--- config.mk ---
export PLATFORM = sky130hd
export DESIGN_NAME = decode_unit
export DESIGN_NICKNAME = d
export VERILOG_FILES = /design/src/cpu_pkg.sv /design/src/decode_unit.sv
export SDC_FILE = /design/constraint.sdc
export NUM_CORES = 1
export LEC_CHECK = 0
export ABC_AREA = 1
export BUFFER_PORTS_ARGS = -buffer_cell sky130_fd_sc_hd__buf_2
export CAP_MARGIN = 0
export CORE_AREA = 2 2 112 114
export CTS_CLUSTER_SIZE = 24
export DETAILED_ROUTE_END_ITERATION = 8
export DIE_AREA = 0 0 114 116
export PLACE_DENSITY_LB_ADDON = 0.12
export SYNTH_ARGS = -nofsm -noshare
export SYNTH_HDL_FRONTEND = slang
export SYNTH_SLANG_ARGS = --single-unit
--- constraint.sdc ---
create_clock -name clk -period 5.45 [get_ports clk]
set_clock_uncertainty 0.1 [all_clocks]
set_input_delay 1.09 -clock clk [delete_from_list [all_inputs] [get_ports clk]]
set_output_delay 1.09 -clock clk [all_outputs]
set_load 0.02 [all_outputs]
--- src/cpu_pkg.sv ---
`default_nettype none

package cpu_pkg;

  localparam int data_w     = 32;
  localparam int reg_addr_w = 5;
  localparam int opcode_w   = 6;
  localparam int imm_w      = 16;
  localparam int shamt_w    = 5;

  // instruction field positions
  localparam int op_msb    = 31;
  localparam int op_lsb    = 26;
  localparam int rs_msb    = 25;
  localparam int rs_lsb    = 21;
  localparam int rt_msb    = 20;
  localparam int rt_lsb    = 16;
  localparam int rd_msb    = 15;
  localparam int rd_lsb    = 11;
  localparam int shamt_msb = 10;
  localparam int shamt_lsb = 6;
  localparam int imm_msb   = 15;
  localparam int imm_lsb   = 0;

  ////////////////////////////////////////////////////////////////////////////
  // encodings
  ////////////////////////////////////////////////////////////////////////////

  // an all-zero word is a nop, so a cleared register is a bubble
  typedef enum logic [opcode_w-1:0] {
    op_nop  = 6'd0,
    op_add  = 6'd1,
    op_sub  = 6'd2,
    op_and  = 6'd3,
    op_or   = 6'd4,
    op_xor  = 6'd5,
    op_slt  = 6'd6,
    op_sll  = 6'd7,
    op_srl  = 6'd8,
    op_addi = 6'd9,
    op_ori  = 6'd10,
    op_lw   = 6'd11,
    op_sw   = 6'd12,
    op_beq  = 6'd13,
    op_bne  = 6'd14,
    op_j    = 6'd15,
    op_jr   = 6'd16,
    op_halt = 6'd17
  } opcode_t;

  typedef enum logic [2:0] {
    alu_add, alu_sub, alu_and, alu_or, alu_xor, alu_slt, alu_sll, alu_srl
  } alu_op_t;

  typedef enum logic [1:0] {mem_none, mem_read, mem_write} mem_op_t;

  typedef enum logic [2:0] {jmp_none, jmp_beq, jmp_bne, jmp_abs, jmp_reg} jump_op_t;

  typedef enum logic [1:0] {fwd_reg, fwd_mem_wb, fwd_ex_mem} fwd_sel_t;

  ////////////////////////////////////////////////////////////////////////////
  // pipeline registers and ports
  ////////////////////////////////////////////////////////////////////////////

  typedef struct packed {
    logic [data_w-1:0] instr;
    logic [data_w-1:0] pc;
  } if_id_t;

  typedef struct packed {
    logic [reg_addr_w-1:0] rs;
    logic [reg_addr_w-1:0] rt;
    logic [reg_addr_w-1:0] dst;
    logic [data_w-1:0]     rs_val;
    logic [data_w-1:0]     rt_val;
    logic [imm_w-1:0]      imm;
    logic [shamt_w-1:0]    shamt;
    alu_op_t               alu_op;
    mem_op_t               mem_op;
    jump_op_t              jump_op;
    logic                  alu_src_imm;
    logic                  mem_to_reg;
    logic                  reg_write;
    logic                  halt;
  } id_ex_t;

  typedef struct packed {
    logic [data_w-1:0]     result;
    logic [data_w-1:0]     store_data;
    logic [reg_addr_w-1:0] dst;
    mem_op_t               mem_op;
    logic                  mem_to_reg;
    logic                  reg_write;
    logic                  halt;
  } ex_mem_t;

  typedef struct packed {
    logic [data_w-1:0]     result;
    logic [data_w-1:0]     load_data;
    logic [reg_addr_w-1:0] dst;
    logic                  mem_to_reg;
    logic                  reg_write;
    logic                  halt;
  } mem_wb_t;

  typedef struct packed {
    logic                  valid;
    logic [reg_addr_w-1:0] idx;
    logic [data_w-1:0]     data;
  } wb_trace_t;

  typedef struct packed {
    logic              taken;
    logic [data_w-1:0] target;
  } redirect_t;

endpackage

`default_nettype wire

--- src/decode_unit.sv ---
`timescale 1ns/1ps
`default_nettype none

module decode_unit (
  input  wire                            clk,
  input  wire                            rst_n,
  input  wire cpu_pkg::if_id_t           if_id,
  input  wire cpu_pkg::redirect_t        redirect,
  input  wire [cpu_pkg::data_w-1:0]      rd_data_a,
  input  wire [cpu_pkg::data_w-1:0]      rd_data_b,
  output logic [cpu_pkg::reg_addr_w-1:0] rd_addr_a,
  output logic [cpu_pkg::reg_addr_w-1:0] rd_addr_b,
  output logic                           stall,
  output logic                           halt_fetch,
  output cpu_pkg::id_ex_t                id_ex
);
  import cpu_pkg::*;

  opcode_t               opcode;
  logic [reg_addr_w-1:0] rs;
  logic [reg_addr_w-1:0] rt;
  logic [reg_addr_w-1:0] rd;
  logic [reg_addr_w-1:0] dst;
  alu_op_t               alu_op;
  mem_op_t               mem_op;
  jump_op_t              jump_op;
  logic                  alu_src_imm;
  logic                  mem_to_reg;
  logic                  wr_en;
  logic                  dst_is_rd;
  logic                  uses_rs;
  logic                  uses_rt;
  logic                  is_halt;
  logic                  halt_seen;

  assign opcode = opcode_t'(if_id.instr[op_msb:op_lsb]);
  assign rs     = if_id.instr[rs_msb:rs_lsb];
  assign rt     = if_id.instr[rt_msb:rt_lsb];
  assign rd     = if_id.instr[rd_msb:rd_lsb];

  assign rd_addr_a = rs;
  assign rd_addr_b = rt;

  // control decode, unknown opcodes fall through as nop
  always_comb begin
    alu_op      = alu_add;
    mem_op      = mem_none;
    jump_op     = jmp_none;
    alu_src_imm = 1'b0;
    mem_to_reg  = 1'b0;
    wr_en       = 1'b0;
    dst_is_rd   = 1'b0;
    uses_rs     = 1'b0;
    uses_rt     = 1'b0;
    is_halt     = 1'b0;
    case (opcode)
      op_add, op_sub, op_and, op_or, op_xor, op_slt: begin
        wr_en     = 1'b1;
        dst_is_rd = 1'b1;
        uses_rs   = 1'b1;
        uses_rt   = 1'b1;
        case (opcode)
          op_sub:  alu_op = alu_sub;
          op_and:  alu_op = alu_and;
          op_or:   alu_op = alu_or;
          op_xor:  alu_op = alu_xor;
          op_slt:  alu_op = alu_slt;
          default: alu_op = alu_add;
        endcase
      end
      // shifts move rs by shamt, rt is not read
      op_sll, op_srl: begin
        alu_op    = (opcode == op_sll) ? alu_sll : alu_srl;
        wr_en     = 1'b1;
        dst_is_rd = 1'b1;
        uses_rs   = 1'b1;
      end
      op_addi, op_ori, op_lw: begin
        alu_op      = (opcode == op_ori) ? alu_or : alu_add;
        alu_src_imm = 1'b1;
        wr_en       = 1'b1;
        uses_rs     = 1'b1;
        mem_op      = (opcode == op_lw) ? mem_read : mem_none;
        mem_to_reg  = (opcode == op_lw);
      end
      op_sw: begin
        alu_src_imm = 1'b1;
        mem_op      = mem_write;
        uses_rs     = 1'b1;
        uses_rt     = 1'b1;
      end
      op_beq, op_bne: begin
        jump_op = (opcode == op_beq) ? jmp_beq : jmp_bne;
        uses_rs = 1'b1;
        uses_rt = 1'b1;
      end
      op_j:    jump_op = jmp_abs;
      op_jr: begin
        jump_op = jmp_reg;
        uses_rs = 1'b1;
      end
      op_halt: is_halt = 1'b1;
      default: ;
    endcase
  end

  assign dst = dst_is_rd ? rd : rt;

  // load-use: the load in id_ex writes a register this instruction reads
  assign stall = id_ex.mem_op == mem_read && id_ex.reg_write &&
                 ((uses_rs && rs == id_ex.dst) || (uses_rt && rt == id_ex.dst));

  // fetch stays parked once a halt is seen, until a redirect flushes it
  always_ff @(posedge clk) begin
    if (!rst_n || redirect.taken) begin
      halt_seen <= 1'b0;
    end else if (is_halt) begin
      halt_seen <= 1'b1;
    end
  end

  assign halt_fetch = is_halt || halt_seen;

  always_ff @(posedge clk) begin
    if (!rst_n || stall || redirect.taken) begin
      id_ex <= '0;
    end else begin
      id_ex.rs          <= rs;
      id_ex.rt          <= rt;
      id_ex.dst         <= dst;
      id_ex.rs_val      <= rd_data_a;
      id_ex.rt_val      <= rd_data_b;
      id_ex.imm         <= if_id.instr[imm_msb:imm_lsb];
      id_ex.shamt       <= if_id.instr[shamt_msb:shamt_lsb];
      id_ex.alu_op      <= alu_op;
      id_ex.mem_op      <= mem_op;
      id_ex.jump_op     <= jump_op;
      id_ex.alu_src_imm <= alu_src_imm;
      id_ex.mem_to_reg  <= mem_to_reg;
      id_ex.reg_write   <= wr_en && (dst != '0);
      id_ex.halt        <= is_halt;
    end
  end

endmodule

`default_nettype wire

After elaboration in Yosys (flattened, before gate mapping)

Index checks and enable logic that the tools add are counted.

Equal/unequal tests: 20
Multiplexer cells: 15
Bitwise operators: 1
Reductions and logical operators: 22

Operators by type and width:

| kind               | count |
|---|---|
| $eq 6x4->1 const B | 8 |
| $eq 6x3->1 const B | 4 |
| $pmux 3 s3         | 2 |
| $pmux 3 s5         | 1 |
| $reduce_or 15->1   | 1 |
| $eq 6x2->1 const B | 2 |
| $eq 6x5->1 const B | 2 |
| $reduce_or 11->1   | 1 |
| $eq 5x5->1         | 2 |
| $reduce_or 9->1    | 1 |
| $mux 1             | 8 |
| $reduce_or 8->1    | 1 |
| $eq 6x1->1 const B | 1 |
| $reduce_or 2->1    | 3 |
| $reduce_or 6->1    | 1 |
| $logic_and 1x1->1  | 5 |
| $logic_or 1x1->1   | 5 |
| $mux 5             | 1 |
| $reduce_bool 5->1  | 1 |
| $mux 2             | 2 |
| $pmux 2 s2         | 1 |
| $reduce_or 4->1    | 1 |
| $reduce_or 3->1    | 1 |
| $eq 2x1->1 const B | 1 |
| 2 further kinds    | 2 |

Register bits: 113
Bits of input ports: 163
Output and inout bits: 124
Logic and storage cells: 73

Depth between registers and ports, before layout

Gate-level depths: netlist (run 1).

Word-level depth: 9
Depth in mapped cells: 13

Worst setup path before layout (run 1)

Ideal clock, no wire load.

Path type: input to output
Start point: input port if_id[63] (netlist bit)
End point: output port stall
Arrival time: 2.030 ns
Required time: 4.260 ns
Setup slack: 2.230 ns
Stages: 10
Path buffers: 1
Cells stage by stage: nor2_1 buf_4 nand3_1 nand2_1 inv_1 nand3_1 o21ai_1 nand2_1 nand2_2 inv_1

Longest elaborated chain between the ends: 6

RTL lines:

| element                                                       | RTL line           | text |
|---|---|---|
| start, declared                                               | decode_unit.sv:7   | `input wire cpu_pkg::if_id_t if_id,` |
| $eq 6x3->1 (tied with other cells)                            | decode_unit.sv:56  | `case (opcode)` |
| $reduce_or 15->1 (no line) or $reduce_or 9->1 (tied branches) | --                 |  |
| $mux 1                                                        | decode_unit.sv:56  |  |
| $logic_and 1x1->1                                             | decode_unit.sv:111 | `((uses_rs && rs == id_ex.dst) \|\| (uses_rt && rt == id_ex.dst));` |
| $logic_or 1x1->1 (*)                                          | decode_unit.sv:111 |  |
| $logic_and 1x1->1 (*)                                         | decode_unit.sv:110 | `assign stall = id_ex.mem_op == mem_read && id_ex.reg_write &&` |
| end, declared                                                 | decode_unit.sv:13  | `output logic stall,` |

Mark *: on every way between the ends. The rest lies on a longest branch, timed or not.

Final worst setup path (run 1)

Same ends and word-level chain as after synthesis.

==> results of run 1 <==
==> how the worst min path moves through the flow <==
stage | from | endpoint | slack, ps
floorplan | halt_seen$_SDFFE_PP0P_ | halt_seen$_SDFFE_PP0P_ | 330
global placement | halt_seen$_SDFFE_PP0P_ | halt_seen$_SDFFE_PP0P_ | 350
detailed placement | halt_seen$_SDFFE_PP0P_ | halt_seen$_SDFFE_PP0P_ | 350
CTS | halt_seen$_SDFFE_PP0P_ | halt_seen$_SDFFE_PP0P_ | 370
global route | halt_seen$_SDFFE_PP0P_ | halt_seen$_SDFFE_PP0P_ | 410
finish | halt_seen$_SDFFE_PP0P_ | halt_seen$_SDFFE_PP0P_ | 360
==> area by class of cell <==
| cell class | count | area (um^2) | share of cell area [%] |
|---|---|---|---|
| clock buffer | 10 | 229 | 4.41 |
| clock inverter | 6 | 62.6 | 1.20 |
| inverter | 113 | 424 | 8.17 |
| multi-input combinational | 209 | 1000 | 19.3 |
| sequential | 108 | 2160 | 41.6 |
| tap | 147 | 184 | 3.54 |
| timing repair buffer | 223 | 1130 | 21.8 |
==> cells by family after synthesis <==
| kind of cell | Yosys count |
|---|---|
| flip-flops | 108 |
| buffers and inverters | 140 |
| XOR/XNOR | 2 |
| AND/OR/NAND/NOR | 199 |
| AO/OA/AOI/OAI | 8 |
==> per-stage QoR <==
step	instances	total power, uW
4_1_cts	816	1700
3_3_place_gp	800	1040
6_report	816	1660
2_1_floorplan	457	969
5_1_grt	816	1740
3_5_place_dp	800	1050
==> cells in the mapped netlist <==
cell type    n
inv_1      109
dfxtp_1    108
nor2_1      70
nor2_2      53
nand2_1     48
nand3_1     18
buf_4       16
buf_6        6
buf_2        5
inv_2        4
nand4_1      4
o21ai_1      4
nor3_1       3
nand2_2      2
xor2_1       2
a21oi_1      1
a21oi_2      1
nand3b_1     1
o2111a_1     1
o211ai_1     1
==> registers in the layout, summed over array words and instances (netlist names) <==
register	cells
halt_seen	1
id_ex	107
==> routing by layer <==
layer,routed length [um],GRT usage (%),vias up,share of wire [%]
met2,4520,22.9,134,49
met4,198,6.99,0,2.1
li1,-,-,1697,-
met5,0,0,-,0
met1,3820,15.5,1401,41
met3,763,4.03,14,8.2
==> cell usage in the layout (no fill, tap or decap) <==
cell	instances
buf_2	222
inv_1	109
dfxtp_1	108
nor2_1	70
nor2_2	53
nand2_1	48
nand3_1	18
clkbuf_16	9
inv_2	4
nand4_1	4
o21ai_1	4
nor3_1	3
clkinv_2	3
xor2_1	2
nand3b_1	1
nand2_2	1
nand2_4	1
o2111a_1	1
o211ai_1	1
a21oi_2	1
a21oi_1	1
clkinv_4	1
inv_6	1
bufinv_16	1
clkbuf_1	1
buf_12	1
==> power by group <==
| part | internal (uW) | leakage [uW] | switching (uW) |
|---|---|---|---|
| clock | 357 | 0.000147 | 284 |
| combinational | 72.2 | 0.00207 | 125 |
| sequential | 818 | 0.000885 | 8.42 |
| total | 1250 | 0.00310 | 417 |
==> critical path, stage by stage <==
cell and delay (ps):
buf_2 110, nor2_1 490, nand3_1 190, nand2_1 170, inv_1 50, nand3_1 80
o21ai_1 70, nand2_1 80, nand2_2 100, inv_1 60, buf_2 160
==> run summary, run 1 <==
The run finished with clean final reports. The final count of pins violating max slew is 0. For this run, design rule violations remaining after detail routing come to 0. The largest net degree at the start of global routing came out at 62. STA classifies the critical path startpoint as an input pin.

The sequential area share after synthesis came out at 57.0%. The worst slack on hold paths came out at 362 ps. After clock tree synthesis, the setup repair step added 0 buffers. The synthesized area divided by synthesized cell count came out at 8.30 um^2. At the worst endpoint, the required time is about 4300 ps. The clock sink count came out at 108. Tracing the worst setup path back leads to its startpoint at if_id[63]. By area, the combinational part of the netlist is dominated by simple AND/OR/NAND/NOR gates. The capturing instance or port of the critical path is stall.

Gates resized during post-CTS repair numbered 0. The synthesized instance count is roughly 460. In this run, the number of DRC markers left after iteration 0 of detailed routing was around 110. Setup violations remaining at the end of the flow were counted as 0. The hold buffer count at CTS is 0. Global routing used 13.5% of the available tracks.

The number of antenna diodes in the final layout is 0. The tightest slew margin relative to the limit came out at between 50 and 60%. Dividing the detail-routed wire length by the instance count gives 11.4 um. The number of fillers in the final layout came out at 1256.

The chip width is 114 um. The area share of xor/xnor cells in the synthesized design came out at less than 1%. Relative to the synthesized area, the layout overhead comes to 36.9%.

The adder-cell area share of the yosys netlist is 0%. For this run the aggregate overflow at the end of global routing stands at 0. When the netlist entered floorplanning its net count stood at 620. The cell row count is 40. The count of different cell masters after synthesis came out at 20.

The core area is between 0.01 and 0.015 mm^2. The total CTS buffers came out at 9. The via count is 3246.

The top-area cell type share of the netlist area came out at a little under three fifths. The max-cap check violation count came out at 0. The critical register-to-register path endpoint is id_ex[78]$_SDFF_PP0_.

The net count of the finished layout is approximately 830. At the worst endpoint, the arrival time is between 2000 and 3000 ps. The area share of and/or/nand/nor cells after synthesis came out at ~24%. The detailed placer's ending HPWL is 7180 um. The count of warnings emitted by yosys came out at 0.

The shortest clock period the worst path allows after layout came out at slightly below 4000 ps. After synthesis, the cell types taking the most area are dfxtp_1 57%, inv_1 11%, nor2_2 8.7%, nor2_1 6.9%, nand2_1 4.7%. The number of cells on the worst reg-to-reg path is 10.

Setup slack closes at roughly 1600 ps. The post-synthesis register bit count is about 110. The most area-hungry cell type in the Yosys netlist is dfxtp_1. The die footprint is about 0.013 mm^2. The cell area after technology mapping is 0.00379 mm^2. The number of global-route vias before repair was 2927. Clock-pin slew was measured on the worst setup and hold paths at ~70 ps. The maximum ir drop on the vdd rail came out at around 0.13 mV. The startpoint identified for the worst register-to-register timing path is id_ex[99]$_SDFF_PP0_. The flop-to-flop setup slack is between 3000 and 4000 ps.

The multiplexer share of the synthesized area is 0%. The wire length of the first global-routing pass is 13900 um. The tightest min-delay check is of the reg2reg type. By startpoint and endpoint, the worst setup path is classified as in2out. The share of the synthesized area in compound gates (AO/OA/AOI/OAI) came out at 1.39%. Measured along the y axis, the die boundary spans between 100 and 150 um. The routed design has 9300 um of wire. The areal power density over the cells came out at about 320 mW/mm^2. The initial utilization of the core area, before any placement, comes to a little under a third. The final number of hold-violating endpoints came to 0. The later pin in the worst-skew pair is clocked with a latency of about 340 ps.

The final instance area is ~0.0052 mm^2. The slew at the pin closest to its max-slew limit is about 740 ps. No sink is reached through more buffers than the 2 on the longest clock path. The count of buffers added on input and output ports is 222. The vias per cell is around 4.0. The iteration count of the initial detailed-routing pass is 5.

The initial antenna violation count came out at 0. The fraction of layout instances using a drive strength above 1 came out at 44.5%. The clock tree from TritonCTS is yes. The clock root buffer is clkbuf_16. The analysis attributes to cell leakage a power of between 0.003 and 0.004 uW. After detailed placement, the total cell area comes to 0.00490 mm^2. The congestion estimate from routability-driven global placement came to 0.810. The final standard cell utilization of the core is a little over two fifths. Based on the critical path, the design can be clocked at up to roughly 260 MHz. between 200 and 300 I/O pins were placed.

The residual antenna-violating net count after detailed routing came out at 0. The worst setup path is captured at an output port. The summed negative setup slack over all endpoints came out at 0 ps. The post-route fraction of the period consumed by the critical path is between 70% and 80%.

In this run the worst path has a maximum fanout of 11. The worst hold path was traced through 2 stages. The number of levels the H-tree was split into came out at 3. The worst setup slack after placement is between 1500 and 2000 ps.

Setup repair after global routing left no endpoint under its margin.
No activity file was read; power rests on OpenSTA's default activity.
==> run 2, diff against run 1 <==
==> constraint.sdc (replaced) <==
create_clock -name clk -period 3.4 [get_ports clk]
set_clock_uncertainty 0.1 [all_clocks]
set_input_delay 0.68 -clock clk [delete_from_list [all_inputs] [get_ports clk]]
set_output_delay 0.68 -clock clk [all_outputs]
set_load 0.02 [all_outputs]
==> run 2 against run 1 <==
Net effect:
- utilization grew 0.56 points
- design area grew 1.3%
- critical path depth grew 1
- sequential power grew 60%
- count of clock-buffer cells in the layout grew 1
- first-iteration DRC count shrank 0.95%
- highest routed layer unchanged
- worst hold slack lost 1.4 ps
- critical path type unchanged
==> run summary, run 2 (synthesis gave the netlist of run 1 again) <==
The later-pin clock latency in the skew report came out at 330 ps (about the same). The standby leakage power is 0.00313 uW (+1.1%). The maximum ir drop on the vdd rail came out at 0.197 mV (+56%).

The post-route non-filler standard cell count came to 819 (+0.37%). The remaining global-route overflow came out at 0 (unchanged). The synthesis-to-layout area growth is 38.6%. The run finished with clean final reports.

The initial antenna violation count was 0 (unchanged). The buffers inserted during post-CTS setup optimization is 0 (unchanged). The total placed cells including tap cells is 803 (+0.38%). STA classifies the critical path startpoint as an input pin. The die footprint is 0.0132 mm^2 (unchanged). Counting flops per register, the top entry is id_ex. The post-route DRC violation count is 0 (unchanged). The iteration count of the initial detailed-routing pass is 4 (-1). The final number of hold-violating endpoints is 0 (unchanged). The worst path arrival time is 1930 ps (-740 ps). The number of levels the H-tree was split into came to 3 (unchanged).

The maximum clock frequency came out at ~370 MHz. TritonCTS built the clock tree. The routed wire length per instance came out at 11.3 um (-0.79%).

The vias per cell is 3.98 (about the same). The total CTS buffers is 9 (unchanged). The iteration-0 DRC count of the detailed router is 104 (-0.95%). The net total in the final layout was 830 (+0.36%). The shortest clock period the worst path allows after layout is between 2000 and 3000 ps. The tree is rooted in a clkbuf_16.

The hold buffer count at CTS was 0 (unchanged). The chip width is 114 um (unchanged). The final RePlAce weighted congestion was 0.826 (+2.0%). The final count of pins violating max slew came out at 0 (unchanged). The core area is 0.0119 mm^2 (unchanged). The antenna cell count came out at 0 (unchanged). The via count came out at 3257 (+0.34%). The clock-pin transition on the worst setup and hold timing paths is 70 ps (about the same). The number of global-route vias before repair is 2976 (+1.7%). The setup path with the least slack is of type in2out.

The starting utilization of the core area came to 31.8% (unchanged). The clock sink count is 108 (unchanged). The maximum buffer depth of the clock tree is 2 (unchanged).

After layout, the worst path uses roughly 80% of the clock period. The areal power density over the cells came to 514 mW/mm^2 (+61%). The detailed placer's ending HPWL came to 7250 um (+1.0%).

The quantity of I/O buffers inserted on ports is 222 (unchanged). Leaving out fill and tap cells, the most frequent cells in the layout are 222 x buf_2, 109 x inv_1, 108 x dfxtp_1. The top fanout value on the critical path is 11 (unchanged). STA classifies the critical path endpoint as an output port. The largest registers in the layout are id_ex: 107 flops, halt_seen: 1 flops.

The residual antenna-violating net count after detailed routing is 0 (unchanged). The wire length of the first global-routing pass came to 14100 um (+1.5%). The summed negative setup slack over all endpoints came out at 0 ps (unchanged). The worst path required time was 2620 ps (-1640 ps). The path category of the worst min-delay check is reg2reg. Leaving out fill and tap cells, the most frequent cell in the layout is buf_2. The cell row count came out at 40 (unchanged). The overall track demand over capacity in global routing came to 13.6% (+0.13 points).

The count of instances resized after the clock tree is built came out at 0 (unchanged). The largest net degree at the start of global routing came to 46 (-26%). The count of pins on the block boundary is 287 (unchanged).

The tightest slew margin relative to the limit came out at 75.1% (+24 points). The max-cap check violation count came to 0 (unchanged). The number of failing setup endpoints in the final timing report is 0 (unchanged). Setup repair after global routing left no endpoint under its margin. The die span in y came out at 116 um (unchanged). The number of flip-flops under the largest register name is 107 (unchanged). The final standard cell utilization of the core was 44.1% (+0.56 points). The fraction of layout instances using a drive strength above 1 is 44.9% (+0.40 points). The aggregate routed wire length is 9260 um (-0.43%). The slew at the pin closest to its max-slew limit came out at 373 ps (-366 ps).
-- run 2: cell types whose count changed in the layout (fill, tap and decap cells not counted), sizes merged --
| cell | before | now |
|---|---|---|
| clkinv | 4 | 3 |
| buf | 223 | 226 |
| clkbuf | 10 | 11 |
-- run 2: path summary, 6_finish.rpt --
kind	startpoint	to	slack (ps)	cells past startpoint
hold / removal	halt_seen$_SDFFE_PP0P_	halt_seen$_SDFFE_PP0P_	360	2
hold reg to reg	halt_seen$_SDFFE_PP0P_	halt_seen$_SDFFE_PP0P_	360	2
setup reg to reg	id_ex[100]$_SDFF_PP0_	id_ex[58]$_SDFF_PP0_	1360	10
setup / recovery	if_id[63]	stall	690	12
-- run 2: report_power, final --
part | internal, uW | leakage, uW | switching (uW) | total (uW)
Combinational | 120 | 0.00209 | 201 | 321
Sequential | 1310 | 0.000885 | 13.5 | 1320
Clock | 613 | 0.000156 | 446 | 1060
-- run 2: final cells by class --
cell class,instances,area (um^2)
clock inverter,5,57.6
tap,147,184
sequential,108,2160
clock buffer,11,253
fill,1247,6650
multi-input combinational,209,1000
inverter,113,424
timing repair buffer,226,1180
-- run 2: through the flow --
| stage | cell area [um^2] | hold slack, ps | total power, uW | setup slack, ps |
|---|---|---|---|---|
| floorplan | 3790 | 333 | 1550 | 1000 |
| global placement | 4950 | 346 | 1680 | 700 |
| detailed placement | 4950 | 355 | 1680 | 674 |
| CTS | 5260 | 367 | 2760 | 669 |
| global route | 5260 | 414 | 2840 | 463 |
| finish | 5260 | 361 | 2700 | 692 |
-- run 2: layer usage --
metal / up-vias / GRT usage (%) / routed length [um]
li1: 1702 / - / -
met1: 1424 / 15.9 / 3850
met2: 118 / 23.2 / 4540
met3: 13 / 3.87 / 701
met4: 0 / 6.59 / 168
met5: - / 0 / 0
-- run 2: worst max-delay path: stages --
cell     delay (ps)
buf_2           110
nor2_1          100
buf_4           170
nand2_1          80
nand2_1         130
nand2_1          80
nand3_1         110
o21ai_1          60
nand2_1         100
nand2_2          90
inv_1            70
buf_2           150
